## src/rtl/cachePkg.sv

```systemverilog
`default_nettype none

package cachePkg;

  // address and datapath widths
  localparam int ADDR_W = 32;
  localparam int WORD_W = 64;
  localparam int LINE_W = 256;

  // 2-way, 64 sets, 32-byte lines
  localparam int TAG_W = 21;
  localparam int INDEX_W = 6;
  localparam int OFFSET_W = 5;
  localparam int SETS = 64;

  // refill runs in four 64-bit beats
  localparam int BEATS = 4;
  localparam int BEAT_CNT_W = 2;
  localparam int MASK_W = 8;

  // controller state codes
  localparam int STATE_W = 3;
  localparam logic [STATE_W-1:0] ST_IDLE = 3'd0;
  localparam logic [STATE_W-1:0] ST_COMPARE = 3'd1;
  localparam logic [STATE_W-1:0] ST_WRITEBACK = 3'd2;
  localparam logic [STATE_W-1:0] ST_FILLREQ = 3'd3;
  localparam logic [STATE_W-1:0] ST_GETDATA = 3'd4;
  localparam logic [STATE_W-1:0] ST_REFILL = 3'd5;

  // one address word, seen raw or split into fields
  typedef union packed {
    logic [ADDR_W-1:0] raw;
    struct packed {
      logic [TAG_W-1:0] tag;
      logic [INDEX_W-1:0] index;
      logic [OFFSET_W-1:0] offset;
    } f;
  } cacheAddr_u;

endpackage

`default_nettype wire

```

## src/rtl/reqLatch.sv

```systemverilog
`timescale 1ns/1ps
`default_nettype none

module reqLatch (
  input  wire logic                          clk,
  input  wire logic                          rst_n,
  input  wire logic                          accept_i,
  input  wire logic                          reqWrite_i,
  input  wire logic [cachePkg::ADDR_W-1:0]   reqAddr_i,
  input  wire logic [cachePkg::WORD_W-1:0]   wrData_i,
  input  wire logic [cachePkg::MASK_W-1:0]   wrMask_i,
  output cachePkg::cacheAddr_u               addr_o,
  output logic                               isWrite_o,
  output logic [cachePkg::WORD_W-1:0]        storeData_o,
  output logic [cachePkg::WORD_W-1:0]        storeBitMask_o
);

  logic [cachePkg::WORD_W-1:0] bitMask;

  // one mask bit per byte lane becomes eight bits
  always_comb begin
    for (int i = 0; i < cachePkg::MASK_W; i++) begin
      bitMask[i*8 +: 8] = {8{wrMask_i[i]}};
    end
  end

  always_ff @(posedge clk or negedge rst_n) begin
    if (!rst_n) begin
      addr_o.raw <= '0;
      isWrite_o <= 1'b0;
    end else if (accept_i) begin
      addr_o.raw <= reqAddr_i;
      isWrite_o <= reqWrite_i;
    end
  end

  // store payload is already lane aligned
  always_ff @(posedge clk) begin
    if (accept_i) begin
      storeData_o <= wrData_i;
      storeBitMask_o <= bitMask;
    end
  end

endmodule

`default_nettype wire

```

## config.mk

```make
export PLATFORM = sky130hd
export DESIGN_NAME = reqLatch
export DESIGN_NICKNAME = d
export VERILOG_FILES = /design/src/rtl/cachePkg.sv /design/src/rtl/reqLatch.sv
export SDC_FILE = /design/constraint.sdc
export NUM_CORES = 1
export LEC_CHECK = 0
export ABC_AREA = 1
export BUFFER_PORTS_ARGS = -buffer_cell sky130_fd_sc_hd__buf_2
export CELL_PAD_IN_SITES_DETAIL_PLACEMENT = 0
export CELL_PAD_IN_SITES_GLOBAL_PLACEMENT = 1
export CORE_MARGIN = 5
export CORE_UTILIZATION = 30
export CTS_BUF_LIST = sky130_fd_sc_hd__clkbuf_8 sky130_fd_sc_hd__clkbuf_16
export DETAILED_ROUTE_END_ITERATION = 12
export GPL_ROUTABILITY_DRIVEN = 0
export GPL_TIMING_DRIVEN = 0
export PLACE_DENSITY = 0.89
export SLEW_MARGIN = 10
export SYNTH_ARGS = -nofsm -noshare
export SYNTH_HDL_FRONTEND = slang
export SYNTH_SLANG_ARGS = --single-unit
export TNS_END_PERCENT = 10
```

## constraint.sdc

```tcl
create_clock -name clk -period 0.8 [get_ports clk]
set_input_delay 0.12 -clock clk [delete_from_list [all_inputs] [get_ports clk]]
set_output_delay 0.12 -clock clk [all_outputs]
set_load 0.02 [all_outputs]
```

==> flow_summary.toml <==
[global_routing]
busiest_layer = "met2"
grt_max_degree = 73
overflow = 0
antenna_found_initial = 0
track_usage = 0.1698
use_met2 = 0.3234
globalRouteMet1Util = 0.1648
grtUsageMet3 = 0.05177
grt_pass1_vias = 3688
grt_pass1_wl_um = 19440

[detailed_routing]
drt_iter0_drc = 163
avgRoutedWirePerCell_um = 16.33
firstDrtPassIters = 5
postRouteAntennaNets = 0
num_vias = 3392
vias_per_cell = 4.087
drc = 0
wirelength_um = 13560

[finish]
final_util = 0.5754
fill_cells = 969
final_layout_size_suffix_gt1_frac = 0.5464
area_growth_pct = 87.54
final_cell_count_no_fill = 830
fin_nets = 762

[cts]
clock_sinks = 105
holdBufCountCts = 106
clkTransAtPathRegs_ps = 70
clk_latency_ps = 330
h-tree-depth = 3
cts.path.max_buffers = 2
root_buffer = "clkbuf_16"
cts_tree = "done"
numCtsBuffers = 9

[worst_setup_path]
end_kind = "output pin"
crit_path_start_kind = "flop"
cp_data_required_time_ps = 680
rr_worst_depth = 2
cp_max_fo = 8
crit_arrival_ps = 1190
path_class = "reg2out"

[logic_synthesis]
syn-cell-area_mm2 = 0.003887
muxShareOfSynthArea = 0
synth.top_cell.area_share = 0.5562
yosysMostFrequentCell = "nand2_1"
yosys.area.top_type = "edfxtp_1"
synth_common_cells = "89 x nand2_1, 72 x edfxtp_1, 59 x buf_4, 33 x dfrtp_1, 10 x nand2_2"
synth_area_per_cell_um2 = 14.51
synth_compound_area_frac = 0
synthAdderAreaFrac = 0
synthesis.nets = 376
synth_edf_count = 72
ys_warn_count = 0
ys_top_cells_by_area = "edfxtp_1 56%, dfrtp_1 21%, buf_4 11%, nand2_1 8.6%, nand2_2 1.6%"
synthFlopType = "edfxtp_1"
synth_cells = 268
synth.distinct_cells = 8
synth_seq_area_share = 0.7686
synthArstFlopShare = 0.3143
yosys_register_bits = 105
synth_top_family_by_area = "buffers and inverters"
synthSimpleGateAreaFrac = 0.1020
yosys.area_share.xor_xnor = 0

[timing]
timing.final.ws_setup_ps = -512.8
worstMarginPinSlew_ps = 735.8
fin_skew_ps = 0
relSlewSlack = 0.5095
post-route-period-util = 1.641
hold_viol = 33
hold_slack_ps = -161.0
finalMaxSlewViolations = 0
rsz0062_at_grt = "yes"
min_period_ps = 1313
timing.fmax_ghz = 0.7618
setup_viol = 161

[placed_design]
dp_slack_ps = -397.9
place_hpwl_um = 8649
port_buffers = 268
numPlacedInstances = 709

[power_and_ir_drop]
ir_worst_vdd_mv = 1.103
p_leak_nw = 3.520
cellPowerDensity_mw_per_mm2 = 1906

[min_path]
hp-class = "in2async"

[floorplan]
fp-row-count = 41
io_pins = 269
die-area_mm2 = 0.01534
core_area_mm2 = 0.01267
die_h_um = 123.8
initial_utilization = 0.3068
dieWidth_um = 123.8

[outcome]
outcome = "finished, violations left"
violations = "negative hold slack, negative setup slack"

[job]
drv_cap = 0
## routing by layer
layer	share of wire	routed length (µm)
met1	0.33	4455
met2	0.54	7380
met3	0.096	1302
met4	0.031	417
met5	0	0
## state kept, by name (all words and copies together), names as in the netlist
name / flops
storeBitMask_o: 8
isWrite_o: 1
storeData_o: 64
addr_o: 32
## per-stage QoR
stage	hold slack, ps	power, W	setup TNS, ps	area, µm²
finish	-161.0	0.01390	-49890	7291
global placement	209.9	0.009065	-107310	5444
CTS	-148.6	0.01391	-52410	7212
global route	-97.92	0.01448	-57030	7288
floorplan	-175.6	0.008007	-3766	3887
detailed placement	227.9	0.009139	-28560	5474
## layout by cell type, fill, tap and decap left out, types with 3 or more instances in the layout
cell type      count
buf_2            193
dlygate4sd3_1    106
nand2_1           86
buf_6             76
edfxtp_1          72
buf_4             58
dfrtp_1           33
nand2_2           13
clkbuf_16          9
buf_8              3
## kinds of logic (layout without fill, tap and decap cells)
family                 count (synthesis)  after routing
buffers and inverters                 64            453
DFF                                  105            105
other                                  0              1
and+or+nand+nor                       99             99
## final timing paths
kind                                     from            endpoint  slack, ps
hold / removal                          rst_n          addr_o[27]       -160
setup / recovery           storeBitMask_o[39]  storeBitMask_o[36]       -510
hold reg to reg                    addr_o[23]          addr_o[23]        470
setup reg to reg                    addr_o[9]           addr_o[9]        160
max in group asynchronous               rst_n          addr_o[17]        490
min in group clk                     accept_i     storeData_o[17]        310
## layout make-up
cell class | count | area (µm²) | area share
Sequential cell | 105 | 2988 | 0.4098
Timing Repair Buffer | 375 | 2903 | 0.3981
Buffer | 63 | 508.0 | 0.06968
Multi-Input combinational cell | 99 | 404.1 | 0.05543
Clock buffer | 9 | 225.2 | 0.03089
Tap cell | 172 | 215.2 | 0.02952
Clock inverter | 5 | 33.78 | 0.004634
Inverter | 1 | 11.26 | 0.001545
Antenna cell | 1 | 2.502 | 0.0003432
## repair_timing
action                                 CTS  global route
setup endpoints to repair              190           192
endpoints found under the hold margin  139            33
setup buffers                            0             0
resized for setup                      133            24
## critical path, stage by stage, from the launching register on
cell and delay (ps):
edfxtp_1 530, buf_4 200, buf_6 120
## power by group
part	switching (W)	internal (W)	leakage [nW]
registers	0.000269	0.00630	1.11
clock network	0.00188	0.00208	0.125
logic	0.00168	0.00169	2.29
Power figures use the tool's default switching activity.
