==> src/rtl/cachePkg.sv <==
`default_nettype none

package cachePkg;

  // address and datapath widths
  localparam int ADDR_W = 32;
  localparam int WORD_W = 64;
  localparam int LINE_W = 256;

  // 2-way, 64 sets, 32-byte lines
  localparam int TAG_W = 21;
  localparam int INDEX_W = 6;
  localparam int OFFSET_W = 5;
  localparam int SETS = 64;

  // refill runs in four 64-bit beats
  localparam int BEATS = 4;
  localparam int BEAT_CNT_W = 2;
  localparam int MASK_W = 8;

  // controller state codes
  localparam int STATE_W = 3;
  localparam logic [STATE_W-1:0] ST_IDLE = 3'd0;
  localparam logic [STATE_W-1:0] ST_COMPARE = 3'd1;
  localparam logic [STATE_W-1:0] ST_WRITEBACK = 3'd2;
  localparam logic [STATE_W-1:0] ST_FILLREQ = 3'd3;
  localparam logic [STATE_W-1:0] ST_GETDATA = 3'd4;
  localparam logic [STATE_W-1:0] ST_REFILL = 3'd5;

  // one address word, seen raw or split into fields
  typedef union packed {
    logic [ADDR_W-1:0] raw;
    struct packed {
      logic [TAG_W-1:0] tag;
      logic [INDEX_W-1:0] index;
      logic [OFFSET_W-1:0] offset;
    } f;
  } cacheAddr_u;

endpackage

`default_nettype wire

==> src/rtl/memPort.sv <==
`timescale 1ns/1ps
`default_nettype none

module memPort (
  input  wire logic                          clk,
  input  wire logic                          rst_n,
  input  wire cachePkg::cacheAddr_u          addr_i,
  input  wire logic [cachePkg::TAG_W-1:0]    victimTag_i,
  input  wire logic                          beatEn_i,
  input  wire logic [cachePkg::WORD_W-1:0]   memBeatData_i,
  input  wire logic [cachePkg::LINE_W-1:0]   victimLine_i,
  output logic [cachePkg::ADDR_W-1:0]        memRdAddr_o,
  output logic [cachePkg::ADDR_W-1:0]        memWrAddr_o,
  output logic [cachePkg::LINE_W-1:0]        memWrData_o,
  output logic [cachePkg::LINE_W-1:0]        fillLine_o
);

  logic [cachePkg::BEAT_CNT_W-1:0] beatCnt;
  logic [cachePkg::LINE_W-1:0] fillBuf;
  cachePkg::cacheAddr_u rdAddr;
  cachePkg::cacheAddr_u wrAddr;

  // beat counter wraps back to zero after the fourth beat
  always_ff @(posedge clk or negedge rst_n) begin
    if (!rst_n) begin
      beatCnt <= '0;
    end else if (beatEn_i) begin
      beatCnt <= beatCnt + 1'b1;
    end
  end

  // low word first
  always_ff @(posedge clk) begin
    if (beatEn_i) begin
      fillBuf[beatCnt*cachePkg::WORD_W +: cachePkg::WORD_W] <= memBeatData_i;
    end
  end

  // line aligned addresses
  always_comb begin
    rdAddr.raw = addr_i.raw;
    rdAddr.f.offset = '0;
    wrAddr.raw = addr_i.raw;
    wrAddr.f.tag = victimTag_i;
    wrAddr.f.offset = '0;
  end

  assign memRdAddr_o = rdAddr.raw;
  assign memWrAddr_o = wrAddr.raw;
  assign memWrData_o = victimLine_i;
  assign fillLine_o = fillBuf;

  // the controller must leave getData on the fourth beat
  noExtraBeat: assert property (@(posedge clk) disable iff (!rst_n)
    (beatEn_i && beatCnt == cachePkg::BEAT_CNT_W'(cachePkg::BEATS - 1)) |=> !beatEn_i);

endmodule

`default_nettype wire

==> config.mk <==
export PLATFORM = sky130hd
export DESIGN_NAME = memPort
export DESIGN_NICKNAME = d
export VERILOG_FILES = /design/src/rtl/cachePkg.sv /design/src/rtl/memPort.sv
export SDC_FILE = /design/constraint.sdc
export NUM_CORES = 1
export LEC_CHECK = 0
export CAP_MARGIN = 20
export CORE_AREA = 2 2 368 370
export CTS_BUF_LIST = sky130_fd_sc_hd__clkbuf_4 sky130_fd_sc_hd__clkbuf_8
export DETAILED_ROUTE_END_ITERATION = 7
export DIE_AREA = 0 0 370 372
export DONT_BUFFER_PORTS = 1
export PLACE_DENSITY = 0.3
export SYNTH_ARGS = -nofsm -noshare
export SYNTH_HDL_FRONTEND = slang
export SYNTH_SLANG_ARGS = --single-unit
==> constraint.sdc <==
create_clock -name clk -period 3.83 [get_ports clk]
set_clock_uncertainty 0.2 [all_clocks]
set_input_delay 0.383 -clock clk [delete_from_list [all_inputs] [get_ports clk]]
set_output_delay 0.383 -clock clk [all_outputs]
set_load 0.01 [all_outputs]
==> impl_metrics.yaml <==
logic_synthesis:
  syn-cell-area_um2: 12100
  yosysTopAreaCellShare_pct: 63.4
  synth_xor_area_share_pct: 0.0722
  main_combinational_cell_family_by_area_after_synthesis: "buffers and inverters"
  ys.warnings.count: 0
  post-synth-top-area-cell: "sky130_fd_sc_hd__edfxtp_1"
  synth-compound-area-share_pct: 0.0412
  synth.yosys.seq_area_share_pct: 63.8
  yosysUniqueCellTypes: 24
  synth_adder_area_share_pct: 0.516
  synth_mux_area_share_pct: 0
  synth_cells: 894
  yosys-top-cells-area: "sky130_fd_sc_hd__edfxtp_1 63%, sky130_fd_sc_hd__buf_4 20%, sky130_fd_sc_hd__and2_1 6.8%, sky130_fd_sc_hd__and3_1 6.4%, sky130_fd_sc_hd__clkbuf_2 0.87%"
  synth.avg_cell_area_um2: 13.6
  yosys_register_bits: 258
  synth_simple_gate_area_share_pct: 14.0
job:
  maxCapViolations: 0
final_layout:
  finished_layout_cells: 2510
  proportion_of_layout_cells_with_a_drive_suffix_above_1_pct: 15.2
  most_frequent_cells_in_the_layout: "256 x sky130_fd_sc_hd__edfxtp_1, 127 x sky130_fd_sc_hd__and2_1, 125 x sky130_fd_sc_hd__and3_1"
  finish.net_count: 1064
  final_common_cell: "sky130_fd_sc_hd__edfxtp_1"
  area_growth_pct: 13.9
global_route:
  grt_overflow: 0
  first_global_vias: 6248
  track_usage_pct: 11.0
  grt_antenna_before_repair: 14
  maximum_number_of_pins_on_one_net_before_global_route_repair: 64
  first_pass_grt_wire_length_mm: 93.1
sta:
  timing.setup.tns_ps: 0
  fmax_mhz: 336
  slew_violations: 0
  final-setup-viol-count: 0
  slew_of_the_pin_with_the_lowest_slew_margin_ps: 977
  rsz0062_at_grt: "no"
  timing.hold.ws_ps: 287
  final_clock_period_utilization_by_the_worst_path_pct: 77.7
  worst_slew_margin_rel_pct: 34.9
  min_period_ps: 2980
  hold_violations: 0
setup_path:
  cp-endpoint: "fillLine_o[28]"
  setup.worst_path.start_class: "flip-flop"
  timing.reg2reg.worst_path_depth: 5
  r2r-start: "beatCnt[0]"
  worst-endpoint-arrival_ps: 3290
  crit_start: "beatCnt[0]"
  worst_ep_required_time_ps: 4150
  timing.setup.critical_path_class: "flip-flop to flip-flop"
  timing.reg2reg.setup_slack_ps: 850
  critical_path_peak_fanout: 54
  endpoint_kind: "flip-flop"
  r2r_end: "fillLine_o[28]"
pwr:
  p_leak_nw: 4.58
  irDropWorstVdd_mv: 0.389
  power_per_cell_area_nw_per_um2: 740
clocking:
  clk_transition_reported_paths_ps: 60
  later_pin_clock_latency_in_the_skew_report_ps: 670
  cts_tree: "yes"
  htree_levels: 2
  cts.sink_count: 258
  cts_buffers: 50
  postCtsSetupBuffers: 0
  clock_path_buffers: 3
  clockRootBuffer: "sky130_fd_sc_hd__clkbuf_8"
placed_design:
  dpl.hpwl_mm: 64.4
  place_inst: 2345
  finalWeightedCongestion: 0.825
  io_buffers: 0
floorplanning:
  num_rows: 135
  initial_core_util_pct: 9.04
  die_footprint_um2: 138000
  placeableCoreArea_um2: 134000
  fp.dieW_um: 370
  ioPinCount: 952
  floorplan.die.height_um: 372
route:
  dr.first_iter.drc_count: 499
  ant_nets: 0
  dr_total_vias: 6195
  detail_route.vias_per_cell: 2.47
  remaining_drc_errors: 0
  drt_first_pass_iters: 5
  avgRoutedWirePerCell_um: 31.7
  routed_wirelength_mm: 79.6
run_status:
  run_status: "completed"
worst_hold_path:
  min-delay-path-class: "input pin to flip-flop"
  worst_hold_path.num_cells: 2
state kept, by name, indices dropped and copies added (netlist names):
register,cells
fillLine_o,256
beatCnt,2
worst min path at each step:
stage / from / endpoint / slack (ps)
floorplan: rst_n / beatCnt[0] / -110
global placement: rst_n / beatCnt[1] / -110
detailed placement: rst_n / beatCnt[0] / -110
CTS: memBeatData_i[55] / fillLine_o[55] / 130
global route: memBeatData_i[55] / fillLine_o[55] / 220
finish: memBeatData_i[55] / fillLine_o[55] / 290
cell usage after synthesis (all sizes together):
| master | number |
|---|---|
| and3b | 1 |
| nor2b | 1 |
| o21ai | 1 |
| and3 | 125 |
| buf | 326 |
| xor2 | 1 |
| nor3 | 2 |
| ha | 5 |
| nand3b | 1 |
| clkbuf | 33 |
| conb | 1 |
| nand2 | 1 |
| and2 | 131 |
| dfrtp | 2 |
| and4bb | 2 |
| nor2 | 1 |
| inv | 2 |
| edfxtp | 256 |
| and2b | 1 |
| nor4b | 1 |
per-stage QoR:
stage / power (W) / util [%] / worst slack [ps] / cell area, µm²
after floorplan: 0.00614 / - / 778 / 12200
after global placement: 0.00735 / 9.00 / 814 / 12100
after detailed placement: 0.00736 / 9.00 / 796 / 12100
after CTS: 0.0106 / 10.3 / 783 / 13800
after global routing: 0.0108 / 10.3 / 670 / 13800
final: 0.0102 / 10.3 / 853 / 13800
power breakdown:
group / leakage [nW] / internal, W / switching, W
Combinational: 1.67 / 0.000756 / 0.00187
Sequential: 2.38 / 0.00403 / 0.000588
Clock: 0.523 / 0.00164 / 0.00134
Total: 4.58 / 0.00642 / 0.00380
worst max-delay path: stages (launching register included):
cell and delay, ps:
sky130_fd_sc_hd__dfrtp_1 530, sky130_fd_sc_hd__inv_1 160, sky130_fd_sc_hd__ha_1 490, sky130_fd_sc_hd__and4bb_4 950, sky130_fd_sc_hd__buf_4 250, sky130_fd_sc_hd__and2_1 120
metal layers:
metal | wire length (µm) | global-route usage [%] | vias to the layer above
met2 | 35500 | 16.8 | 798
li1 | - | - | 2348
met4 | 2580 | 3.74 | 8
met3 | 23700 | 15.5 | 145
met1 | 17400 | 7.03 | 2896
met5 | 323 | 1.47 | -
timing repair:
action | CTS | global route
gates resized for setup | 0 | 0
hold buffers | 67 | 0
endpoints found under the hold margin | 288 | 0
endpoints found under the setup margin | 0 | 0
final cells by class:
class,count,area (µm²)
flip-flops and latches,258,7740
inverters,2,7.51
clock inverters,22,234
multi-input cells,284,1840
diodes,11,27.5
well taps,1781,2230
fillers,15300,120000
clock buffers,65,801
repair buffers,87,946
logic make-up (layout without fill, tap and decap cells):
kind of cell | count (synthesis) | in the layout
other | 1 | 21
adder cells (fa/ha/maj) | 5 | 5
XOR/XNOR | 1 | 1
AO/OA/AOI/OAI | 1 | 1
buffers and inverters | 361 | 176
flip-flops | 258 | 258
AND/OR/NAND/NOR | 267 | 267
(Power assumes the default switching activity.)
