### src/rtl/cachePkg.sv
`default_nettype none

package cachePkg;

  // address and datapath widths
  localparam int ADDR_W = 32;
  localparam int WORD_W = 64;
  localparam int LINE_W = 256;

  // 2-way, 64 sets, 32-byte lines
  localparam int TAG_W = 21;
  localparam int INDEX_W = 6;
  localparam int OFFSET_W = 5;
  localparam int SETS = 64;

  // refill runs in four 64-bit beats
  localparam int BEATS = 4;
  localparam int BEAT_CNT_W = 2;
  localparam int MASK_W = 8;

  // controller state codes
  localparam int STATE_W = 3;
  localparam logic [STATE_W-1:0] ST_IDLE = 3'd0;
  localparam logic [STATE_W-1:0] ST_COMPARE = 3'd1;
  localparam logic [STATE_W-1:0] ST_WRITEBACK = 3'd2;
  localparam logic [STATE_W-1:0] ST_FILLREQ = 3'd3;
  localparam logic [STATE_W-1:0] ST_GETDATA = 3'd4;
  localparam logic [STATE_W-1:0] ST_REFILL = 3'd5;

  // one address word, seen raw or split into fields
  typedef union packed {
    logic [ADDR_W-1:0] raw;
    struct packed {
      logic [TAG_W-1:0] tag;
      logic [INDEX_W-1:0] index;
      logic [OFFSET_W-1:0] offset;
    } f;
  } cacheAddr_u;

endpackage

`default_nettype wire

### src/rtl/cacheCtrl.sv
`timescale 1ns/1ps
`default_nettype none

module cacheCtrl (
  input  wire logic clk,
  input  wire logic rst_n,
  input  wire logic reqValid_i,
  input  wire logic isWrite_i,
  input  wire logic hit_i,
  input  wire logic victimDirty_i,
  input  wire logic memRdReady_i,
  input  wire logic memWrReady_i,
  input  wire logic memBeatLast_i,
  input  wire logic memBeatValid_i,
  output logic      addrOk_o,
  output logic      dataOk_o,
  output logic      memRdValid_o,
  output logic      memWrValid_o,
  output logic      beatEn_o,
  output logic      refillEn_o,
  output logic      storeEn_o
);

  logic [cachePkg::STATE_W-1:0] state;
  logic [cachePkg::STATE_W-1:0] nextState;

  always_ff @(posedge clk or negedge rst_n) begin
    if (!rst_n) begin
      state <= cachePkg::ST_IDLE;
    end else begin
      state <= nextState;
    end
  end

  always_comb begin
    nextState = state;
    addrOk_o = 1'b0;
    dataOk_o = 1'b0;
    memRdValid_o = 1'b0;
    memWrValid_o = 1'b0;
    beatEn_o = 1'b0;
    refillEn_o = 1'b0;
    storeEn_o = 1'b0;
    case (state)
      cachePkg::ST_IDLE: begin
        addrOk_o = 1'b1;
        if (reqValid_i) begin
          nextState = cachePkg::ST_COMPARE;
        end
      end
      cachePkg::ST_COMPARE: begin
        if (hit_i) begin
          // completes here and the store merges at the end of this cycle
          dataOk_o = 1'b1;
          storeEn_o = isWrite_i;
          nextState = cachePkg::ST_IDLE;
        end else if (victimDirty_i) begin
          nextState = cachePkg::ST_WRITEBACK;
        end else begin
          nextState = cachePkg::ST_FILLREQ;
        end
      end
      cachePkg::ST_WRITEBACK: begin
        memWrValid_o = 1'b1;
        if (memWrReady_i) begin
          nextState = cachePkg::ST_FILLREQ;
        end
      end
      cachePkg::ST_FILLREQ: begin
        memRdValid_o = 1'b1;
        if (memRdReady_i) begin
          nextState = cachePkg::ST_GETDATA;
        end
      end
      cachePkg::ST_GETDATA: begin
        // beats may arrive with gaps
        beatEn_o = memBeatValid_i;
        if (memBeatValid_i && memBeatLast_i) begin
          nextState = cachePkg::ST_REFILL;
        end
      end
      cachePkg::ST_REFILL: begin
        refillEn_o = 1'b1;
        nextState = cachePkg::ST_COMPARE;
      end
      default: begin
        nextState = cachePkg::ST_IDLE;
      end
    endcase
  end

  // a refilled line must hit on the following compare
  refillHits: assert property (@(posedge clk) disable iff (!rst_n)
    refillEn_o |=> hit_i);

endmodule

`default_nettype wire

### config.mk
export PLATFORM = sky130hd
export DESIGN_NAME = cacheCtrl
export DESIGN_NICKNAME = d
export VERILOG_FILES = /design/src/rtl/cachePkg.sv /design/src/rtl/cacheCtrl.sv
export SDC_FILE = /design/constraint.sdc
export NUM_CORES = 1
export LEC_CHECK = 0
export ABC_AREA = 1
export BUFFER_PORTS_ARGS = -buffer_cell sky130_fd_sc_hd__buf_2
export CORE_AREA = 2 2 39 41
export DETAILED_ROUTE_END_ITERATION = 10
export DIE_AREA = 0 0 41 43
export GPL_TIMING_DRIVEN = 0
export PLACE_DENSITY = 0.53
export SLEW_MARGIN = 20
export SYNTH_ARGS = -nofsm -noshare
export SYNTH_HDL_FRONTEND = slang
export SYNTH_SLANG_ARGS = --single-unit
### constraint.sdc
create_clock -name clk -period 1.2 [get_ports clk]
set_input_delay 0 -clock clk [delete_from_list [all_inputs] [get_ports clk]]
set_output_delay 0 -clock clk [all_outputs]
set_load 0.05 [all_outputs]
==> reports/metrics.yaml, run 1 <==
synth:
  syn_nets: 53
  ys_ff_latch: 3
  synth.distinct_cells: 14
  netlist_area_um2: 258
  seq_area_frac_synth_pct: 29.1
  yosys_warnings: 0
  synth.avg_cell_area_um2: 5.99
  netlist_instances: 43
worst_setup_path:
  path_max_fanout: 6
  critPathCaptureType: "output pin"
  r2r-end: "state[2]$_DFFE_PN0P_"
  crit_type: "register to output pin"
  critPathRequiredTime_ns: 1.20
  reg2reg_from: "state[0]$_DFFE_PN0P_"
  cp_data_arrival_time_ns: 1.22
  crit_buf_inv: 2
  worstPathCellList: "inv_4, nand2_2, nor2_2, buf_6"
  start_kind: "register"
  rrSetupSlack_ns: 0.03
  crit_slowest_cell: "dfrtp_2"
  worstRegToRegCells: 7
  slowest_delay_ns: 0.45
  crit_family: "flip-flops"
cts:
  htree_levels: 1
  clk_path_buf_depth: 2
  clk_pin_slew_ns: 0.04
  clock_latency_ns: 0.24
  cts_made_buffers: 3
  root_buffer: "clkbuf_4"
  cts_tree: "built"
  cts_num_sinks: 3
place:
  port_buffers: 16
  gp_congestion: 0.749
  dp_cells: 75
  dpl.hpwl_um: 521
detailed_routing:
  drt-pass1-iter-count: 3
  drtIter0Drc: 6
  post-route-drc-count: 0
  routed_wl_um: 937
  routedWlPerCell_um: 10.9
  vias_per_cell: 4.33
  detail-route-antenna-nets: 0
  num_vias: 372
sta:
  finalHoldViolations: 0
  finClkSkew_ns: 0.00139
  fmax_ghz: 0.820
  post-route-period-util_pct: 102
  setup-violations-final: 2
  slew_headroom_pct: 85.4
  finalCriticalPeriod_ns: 1.22
  maxSlewViolCount: 0
  worst_slack_ns: -0.0195
  hold_ws_ns: 0.0361
  worstMarginPinSlew_ns: 0.219
  rsz0062_at_grt: "yes"
power:
  ir_drop_uv: 932
  leakagePower_nw: 0.275
  power.density_nw_per_um2: 2680
flow_run:
  drv_cap: 0
grt:
  grt_max_degree: 9
  grt_overflow_total: 0
  grt_first_pass_wirelength_um: 1150
  grt_usage_pct: 9.87
  antenna_found_initial: 0
  grt_pass1_vias: 279
floorplan:
  io_pins: 17
  dieWidth_um: 41
  core_um2: 1380
  row_count: 14
  die_height_um: 43
  die_area_um2: 1760
  start_util_pct: 18.6
final_layout:
  top_register: "state"
  layout_common_cells: "10 x nand2_1, 9 x buf_2, 7 x buf_4"
  layout-drive-gt1-share_pct: 67.1
  largest_reg_flops: 3
  synthToLayoutAreaGrowth_pct: 114
  top_regs: "state (3)"
  layout_commonest_cell: "nand2_1"
  final_nets: 81
  antennaDiodeCount: 0
  layout.cells.non_filler: 86
hold_path:
  hold_class: "input port to register"
  min_from: "victimDirty_i"
  whs_endpoint: "state[0]$_DFFE_PN0P_"
  worstHoldPathCells: 4
outcome:
  failed_checks: "negative setup slack"
  status: "complete, but fails checks"
## per-layer routing
| metal | track usage [%] | wire length [µm] | vias up | share of wire (%) |
|---|---|---|---|---|
| met5 | 0 | 0 | - | 0 |
| met4 | 0 | 0 | 0 | 0 |
| met2 | 12.8 | 485 | 11 | 52 |
| met1 | 12.7 | 377 | 169 | 40 |
| met3 | 9.42 | 74 | 0 | 7.9 |
| li1 | - | - | 192 | - |
## cells by family after synthesis
| kind of cell | share of synthesized area (%) |
|---|---|
| buffers and inverters | 8.74 |
| AND/OR/NAND/NOR | 51.0 |
| flip-flops | 29.1 |
| AO/OA/AOI/OAI | 11.2 |
## power breakdown
part	switching, mW	internal, mW	total [mW]
combinational	0.622	0.412	1.03
clock	0.0587	0.125	0.184
sequential	0.108	0.151	0.259
total	0.789	0.688	1.48
## cells in the mapped netlist, drive strengths merged
master   n  share of area [%]
dfrtp    3                 29
inv      6                8.7
nand2   14                 21
nand3    3                7.8
nand3b   1                2.9
nand4    1                2.4
nor2    10                 17
o21ai    3                5.8
o22ai    1                2.4
o31ai    1                2.9
## what timing repair did
action                                  4_1_cts  5_1_grt
hold endpoints to repair                      3        0
resized for setup                            12       23
endpoints found under the setup margin        7       10
hold buffers                                  1        0
pin swaps                                     0        7
gates cloned                                  0        0
setup buffers                                 1        5
## metrics by stage
step	utilization (%)	total power [mW]	setup slack [ns]	TNS (ns)	instance area (µm²)
after floorplan	-	0.748	-0.0823	-0.211	268
after global placement	26.6	0.888	0.0939	0	368
after detailed placement	26.6	0.890	0.0918	0	368
after CTS	31.7	1.16	-0.0112	-0.0196	439
after global routing	39.8	1.59	-0.0755	-0.455	551
final	39.8	1.48	-0.0195	-0.0260	551
## area by class of cell
type / instances / area [µm²]
multi-input cells: 34 / 223
fillers: 147 / 833
clock buffers: 4 / 26.3
repair buffers: 23 / 175
inverters: 6 / 27.5
flip-flops and latches: 3 / 78.8
well taps: 16 / 20.0
## worst max-delay path by stage
stage                               startpoint              endpoint  slack (ns)  depth (start not counted)
final                     state[2]$_DFFE_PN0P_          memRdValid_o       -0.02                          4
after global routing      state[0]$_DFFE_PN0P_  state[2]$_DFFE_PN0P_       -0.08                          7
after CTS                 state[2]$_DFFE_PN0P_              addrOk_o       -0.01                          4
after detailed placement  state[1]$_DFFE_PN0P_  state[1]$_DFFE_PN0P_        0.09                          6
after global placement    state[1]$_DFFE_PN0P_  state[0]$_DFFE_PN0P_        0.09                          5
after floorplan           state[2]$_DFFE_PN0P_              dataOk_o       -0.08                          3
## worst reg2reg max path: cells and delay by family (launching register included)
family | cells | cell delay (ns)
flops | 1 | 0.48
simple gates | 6 | 0.45
buf+inv | 1 | 0.12
Note: power is estimated with default switching activity, not from simulation.
==> inputs of run 2 (changes only) <==
--- a/config.mk
+++ b/config.mk
@@ -12,6 +12,7 @@
 export DIE_AREA = 0 0 41 43
 export GPL_TIMING_DRIVEN = 0
 export PLACE_DENSITY = 0.53
+export REMOVE_ABC_BUFFERS = 1
 export SLEW_MARGIN = 20
 export SYNTH_ARGS = -nofsm -noshare
 export SYNTH_HDL_FRONTEND = slang
==> reports/metrics.yaml, run 2 (synthesis gave the netlist of run 1 again) <==
sta:
  setup-violations-final: 1  # -1
  tns_ns: -0.0166  # +0.00947 ns
  maxSlewViolCount: 0  # unchanged
  worst_slack_ns: -0.0166  # +0.00297 ns
  slew_headroom_pct: 86.9  # +1.5 points
  finClkSkew_ns: 0.00268  # +0.00129 ns
  worstMarginPinSlew_ns: 0.195  # -0.0241 ns
  finalHoldViolations: 0  # unchanged
  hold_ws_ns: 0.0478  # +0.0117 ns
  finalCriticalPeriod_ns: 1.22  # -0.00297 ns
  post-route-period-util_pct: 101  # -0.25 points
  rsz0062_at_grt: "yes"
  fmax_ghz: 0.822  # +0.24%
power:
  report.power.total_mw: 1.47  # -0.16%
  ir_drop_uv: 965  # +3.5%
  leakagePower_nw: 0.275  # -0.13%
  power.density_nw_per_um2: 2700  # +0.53%
detailed_routing:
  drtIter0Drc: 3  # -3
  vias_per_cell: 4.37  # +1.1%
  num_vias: 376  # +1.1%
  routedWlPerCell_um: 10.6  # -2.3%
  post-route-drc-count: 0  # unchanged
  routed_wl_um: 915  # -2.3%
  detail-route-antenna-nets: 0  # unchanged
  drt-pass1-iter-count: 2  # -1
worst_setup_path:
  cp_data_arrival_time_ns: 1.22  # about the same
  path_max_fanout: 5  # -1
  crit_type: "register to output pin"
  start_kind: "register"
  critPathCaptureType: "output pin"
  critPathRequiredTime_ns: 1.20  # about the same
grt:
  grt_pass1_vias: 325  # +16%
  grt_first_pass_wirelength_um: 1270  # +10%
  grt_max_degree: 9  # unchanged
  grt_overflow_total: 0  # unchanged
  antenna_found_initial: 0  # unchanged
  grt_usage_pct: 11.0  # +1.1 points
place:
  port_buffers: 16  # unchanged
  placed_cell_area_um2: 358  # -2.7%
  gp_congestion: 0.766  # +2.2%
  dpl.hpwl_um: 504  # -3.3%
  dp_cells: 75  # unchanged
final_layout:
  largest_reg_flops: 3  # unchanged
  top_register: "state"
  fillers: 153  # +4.1%
  synthToLayoutAreaGrowth_pct: 112
  final_area_um2: 547  # -0.68%
  antennaDiodeCount: 0  # unchanged
  final_nets: 81  # unchanged
  layout-drive-gt1-share_pct: 67.1  # unchanged
  layout_common_cells: "9 x nand2_1, 9 x buf_2, 7 x buf_6"
  layout.cells.non_filler: 86  # unchanged
  top_regs: "state (3)"
hold_path:
  hold_class: "input port to register"
floorplan:
  row_count: 14  # unchanged
  start_util_pct: 18.6  # unchanged
  dieWidth_um: 41  # unchanged
  io_pins: 17  # unchanged
  die_area_um2: 1760  # unchanged
  die_height_um: 43  # unchanged
  core_um2: 1380  # unchanged
cts:
  root_buffer: "clkbuf_4"
  clock_latency_ns: 0.24  # about the same
  cts_tree: "built"
  clk_pin_slew_ns: 0.04  # about the same
  cts_made_buffers: 3  # unchanged
  cts_num_sinks: 3  # unchanged
  htree_levels: 1  # unchanged
  clk_path_buf_depth: 2  # unchanged
outcome:
  failed_checks: "negative setup slack"
  status: "complete, but fails checks"
flow_run:
  drv_cap: 0  # unchanged
==> run 2: repair_timing <==
| item | in CTS | in global routing |
|---|---|---|
| pin swaps | 2 | 5 |
| hold buffers | 1 | 0 |
| hold endpoints to repair | 3 | 0 |
| setup endpoints to repair | 7 | 9 |
| resized for setup | 16 | 23 |
| buffers inserted | 4 | 2 |
==> run 2: final timing paths <==
path                                            from                   end  slack, ns  depth (start not counted)
worst max-delay path            state[0]$_DFFE_PN0P_          memRdValid_o      -0.02                          4
worst min-delay path                   victimDirty_i  state[0]$_DFFE_PN0P_       0.05                          4
worst max register to register  state[1]$_DFFE_PN0P_  state[1]$_DFFE_PN0P_       0.07                          7
worst min register to register  state[1]$_DFFE_PN0P_  state[0]$_DFFE_PN0P_       0.67                          3
max in group asynchronous                      rst_n  state[0]$_DFFE_PN0P_       0.99                          2
min in group asynchronous                      rst_n  state[2]$_DFFE_PN0P_       0.09                          2
==> run 2: layout make-up <==
| type | instances | area, µm² | share of cell area, % |
|---|---|---|---|
| Tap cell | 16 | 20.0 | 3.66 |
| Clock buffer | 4 | 26.3 | 4.81 |
| Inverter | 6 | 27.5 | 5.03 |
| Sequential cell | 3 | 78.8 | 14.4 |
| Timing Repair Buffer | 23 | 179 | 32.7 |
| Multi-Input combinational cell | 34 | 215 | 39.4 |
==> run 2: metal layers <==
metal | global-route usage [%] | wire length, µm
met5 | 0 | 0
met4 | 4.00 | 0
met3 | 7.85 | 76
met2 | 15.3 | 514
met1 | 12.7 | 325
==> run 2: metrics by stage <==
stage | worst slack, ns | util, %
after floorplan | -0.0913 | -
after global placement | 0.113 | 25.9
after detailed placement | 0.110 | 25.9
after CTS | -0.00905 | 33.7
after global routing | -0.0526 | 39.5
final | -0.0166 | 39.5
==> run 2: power breakdown <==
part	switching, mW	internal (mW)
combinational	0.620	0.421
clock	0.0601	0.125
sequential	0.0970	0.151
==> run 2: worst max-delay path: stages, from the launching register on <==
cell     delay (ns)
dfrtp_2        0.45
buf_6          0.14
nand2_2        0.08
nor2_2         0.13
buf_6          0.17
==> inputs of run 3 (changes only) <==
==> constraint.sdc (replaced) <==
create_clock -name clk -period 1.4 [get_ports clk]
set_input_delay 0 -clock clk [delete_from_list [all_inputs] [get_ports clk]]
set_output_delay 0 -clock clk [all_outputs]
set_load 0.05 [all_outputs]
==> reports/metrics.yaml, run 3 (synthesis gave the netlist of run 1 again) <==
outcome:
  status: "finished, final reports clean"
cts:
  clock_latency_ns: 0.24  # about the same
  post_cts.repair.setup_buffers: 0  # -4
  htree_levels: 1  # unchanged
  clk_path_buf_depth: 2  # unchanged
  cts_tree: "built"
  cts_made_buffers: 3  # unchanged
  cts_num_sinks: 3  # unchanged
  root_buffer: "clkbuf_4"
  clk_pin_slew_ns: 0.04  # about the same
grt:
  antenna_found_initial: 0  # unchanged
  grt_use_met2_pct: 13.4  # -1.9 points
  grt_use_met1_pct: 12.3  # -0.32 points
  grt_max_degree: 9  # unchanged
  grtUsageMet3_pct: 7.85  # unchanged
  grt_overflow_total: 0  # unchanged
  grt_first_pass_wirelength_um: 1180  # -7.1%
  top_usage_layer: "met2"
  grt_usage_pct: 10.3  # -0.70 points
  grt_pass1_vias: 301  # -7.4%
power:
  swShare_pct: 56.9  # +4.2 points
  power_frac_seq_pct: 20.0  # +3.2 points
  leakagePower_nw: 0.235  # -14%
  p_int_mw: 0.392  # -44%
  pwr-share-clk_pct: 17.3  # +4.7 points
  power.density_nw_per_um2: 2270  # -16%
  ir_drop_uv: 698  # -28%
  p_switching_mw: 0.518  # -33%
  p_comb_share_pct: 62.8  # -7.8 points
floorplan:
  io_pins: 17  # unchanged
  die_height_um: 43  # unchanged
  dieWidth_um: 41  # unchanged
  start_util_pct: 18.6  # unchanged
  die_area_um2: 1760  # unchanged
  row_count: 14  # unchanged
  core_um2: 1380  # unchanged
sta:
  post-route-period-util_pct: 92.2
  tns_ns: 0  # +0.0166 ns
  rsz0062_at_grt: "no"
  slew_headroom_pct: 82.9  # -3.9 points
  setup-violations-final: 0  # -1
  worstMarginPinSlew_ns: 0.256  # +0.0606 ns
  maxSlewViolCount: 0  # unchanged
  finalCriticalPeriod_ns: 1.29
  finalHoldViolations: 0  # unchanged
  finClkSkew_ns: 0.00192  # -0.000762 ns
  fmax_ghz: 0.774
place:
  placed_cell_area_um2: 358  # unchanged
  dpl.hpwl_um: 504  # unchanged
  gp_congestion: 0.766  # unchanged
  port_buffers: 16  # unchanged
final_layout:
  layout-drive-gt1-share_pct: 37.5  # -30 points
  top_register: "state"
  synthToLayoutAreaGrowth_pct: 55.8
  layout_common_cells: "13 x nand2_1, 13 x buf_2, 8 x nor2_1"
  largest_reg_flops: 3  # unchanged
  antennaDiodeCount: 0  # unchanged
  final_nets: 75  # -7.4%
  final_area_um2: 402  # -27%
  top_regs: "state (3)"
worst_setup_path:
  crit_slowest_cell: "dfrtp_1"
  crit_type: "register to output pin"
  path_max_fanout: 8  # +3
  cp_data_arrival_time_ns: 1.29  # +0.07 ns
  slowest_delay_ns: 0.46  # about the same
  critPathRequiredTime_ns: 1.40  # +0.20 ns
  critPathCaptureType: "output pin"
  worstPathCellList: "inv_2, nand3_1, nor2_1, clkbuf_4"
  start_kind: "register"
hold_path:
  hold_class: "input port to register"
detailed_routing:
  vias_per_cell: 4.28  # -2.2%
  num_vias: 342  # -9.0%
  drt-pass1-iter-count: 4  # +2
  routed_wl_um: 693  # -24%
  post-route-drc-count: 0  # unchanged
  routedWlPerCell_um: 8.66  # -19%
  drtIter0Drc: 4  # +1
  detail-route-antenna-nets: 0  # unchanged
flow_run:
  drv_cap: 0  # unchanged
-- run 3: changes by cell type in the layout (fill, tap and decap cells not counted), moves of 4 or more --
cell     previous run  this run
buf_2               9        13
buf_4               6         0
buf_6               7         0
nand2_1             9        13
nand2_2             5         1
nor2_1              1         8
nor2_2              6         2
-- run 3: repair_timing --
action,CTS,global route
endpoints found under the hold margin,3,0
endpoints found under the setup margin,0,3
resized for setup,0,3
hold buffers,1,0
-- run 3: worst max-delay path, delay by kind of cell, from the launching register on --
family,cells,cell delay [ns]
DFF,1,0.46
buffers and inverters,2,0.38
and+or+nand+nor,2,0.22
-- run 3: path summary, 6_finish.rpt --
check | from | end | slack (ns) | cells after the start
max | state[1]$_DFFE_PN0P_ | storeEn_o | 0.11 | 4
min | victimDirty_i | state[0]$_DFFE_PN0P_ | 0.05 | 4
max reg2reg | state[2]$_DFFE_PN0P_ | state[0]$_DFFE_PN0P_ | 0.29 | 6
min reg2reg | state[2]$_DFFE_PN0P_ | state[2]$_DFFE_PN0P_ | 0.61 | 2
max in group asynchronous | rst_n | state[0]$_DFFE_PN0P_ | 1.20 | 2
min in group asynchronous | rst_n | state[2]$_DFFE_PN0P_ | 0.09 | 2
-- run 3: stage by stage --
stage          setup slack, ns  hold slack [ns]  power [mW]  util (%)  cells
6_report                 0.109           0.0484       0.910      29.0     80
5_1_grt                0.00436           0.0847        1.00      29.0     80
4_1_cts                 0.0680           0.0461       0.912      28.5     80
3_5_place_dp             0.310           -0.200       0.741      25.9     75
3_3_place_gp             0.313           -0.203       0.742      25.9     75
2_1_floorplan            0.109           -0.296       0.621         -     43
-- run 3: power by group through the flow --
stage	Sequential [mW]	Combinational [mW]	Clock (mW)
floorplan	0.168	0.454	0
global placement	0.181	0.561	0
detailed placement	0.183	0.558	0
CTS	0.182	0.564	0.166
global route	0.189	0.639	0.173
finish	0.182	0.571	0.157
-- run 3: cell type report --
class	instances	area, µm²
inverters	6	22.5
fillers	169	982
flip-flops and latches	3	75.1
repair buffers	17	97.6
well taps	16	20.0
multi-input cells	34	160
clock buffers	4	26.3
-- run 3: routing by layer --
metal	wire length (µm)	vias up	part of all wire, %
li1	-	181	-
met1	295	151	43
met2	327	10	47
met3	70	0	10
met4	0	0	0
met5	0	-	0
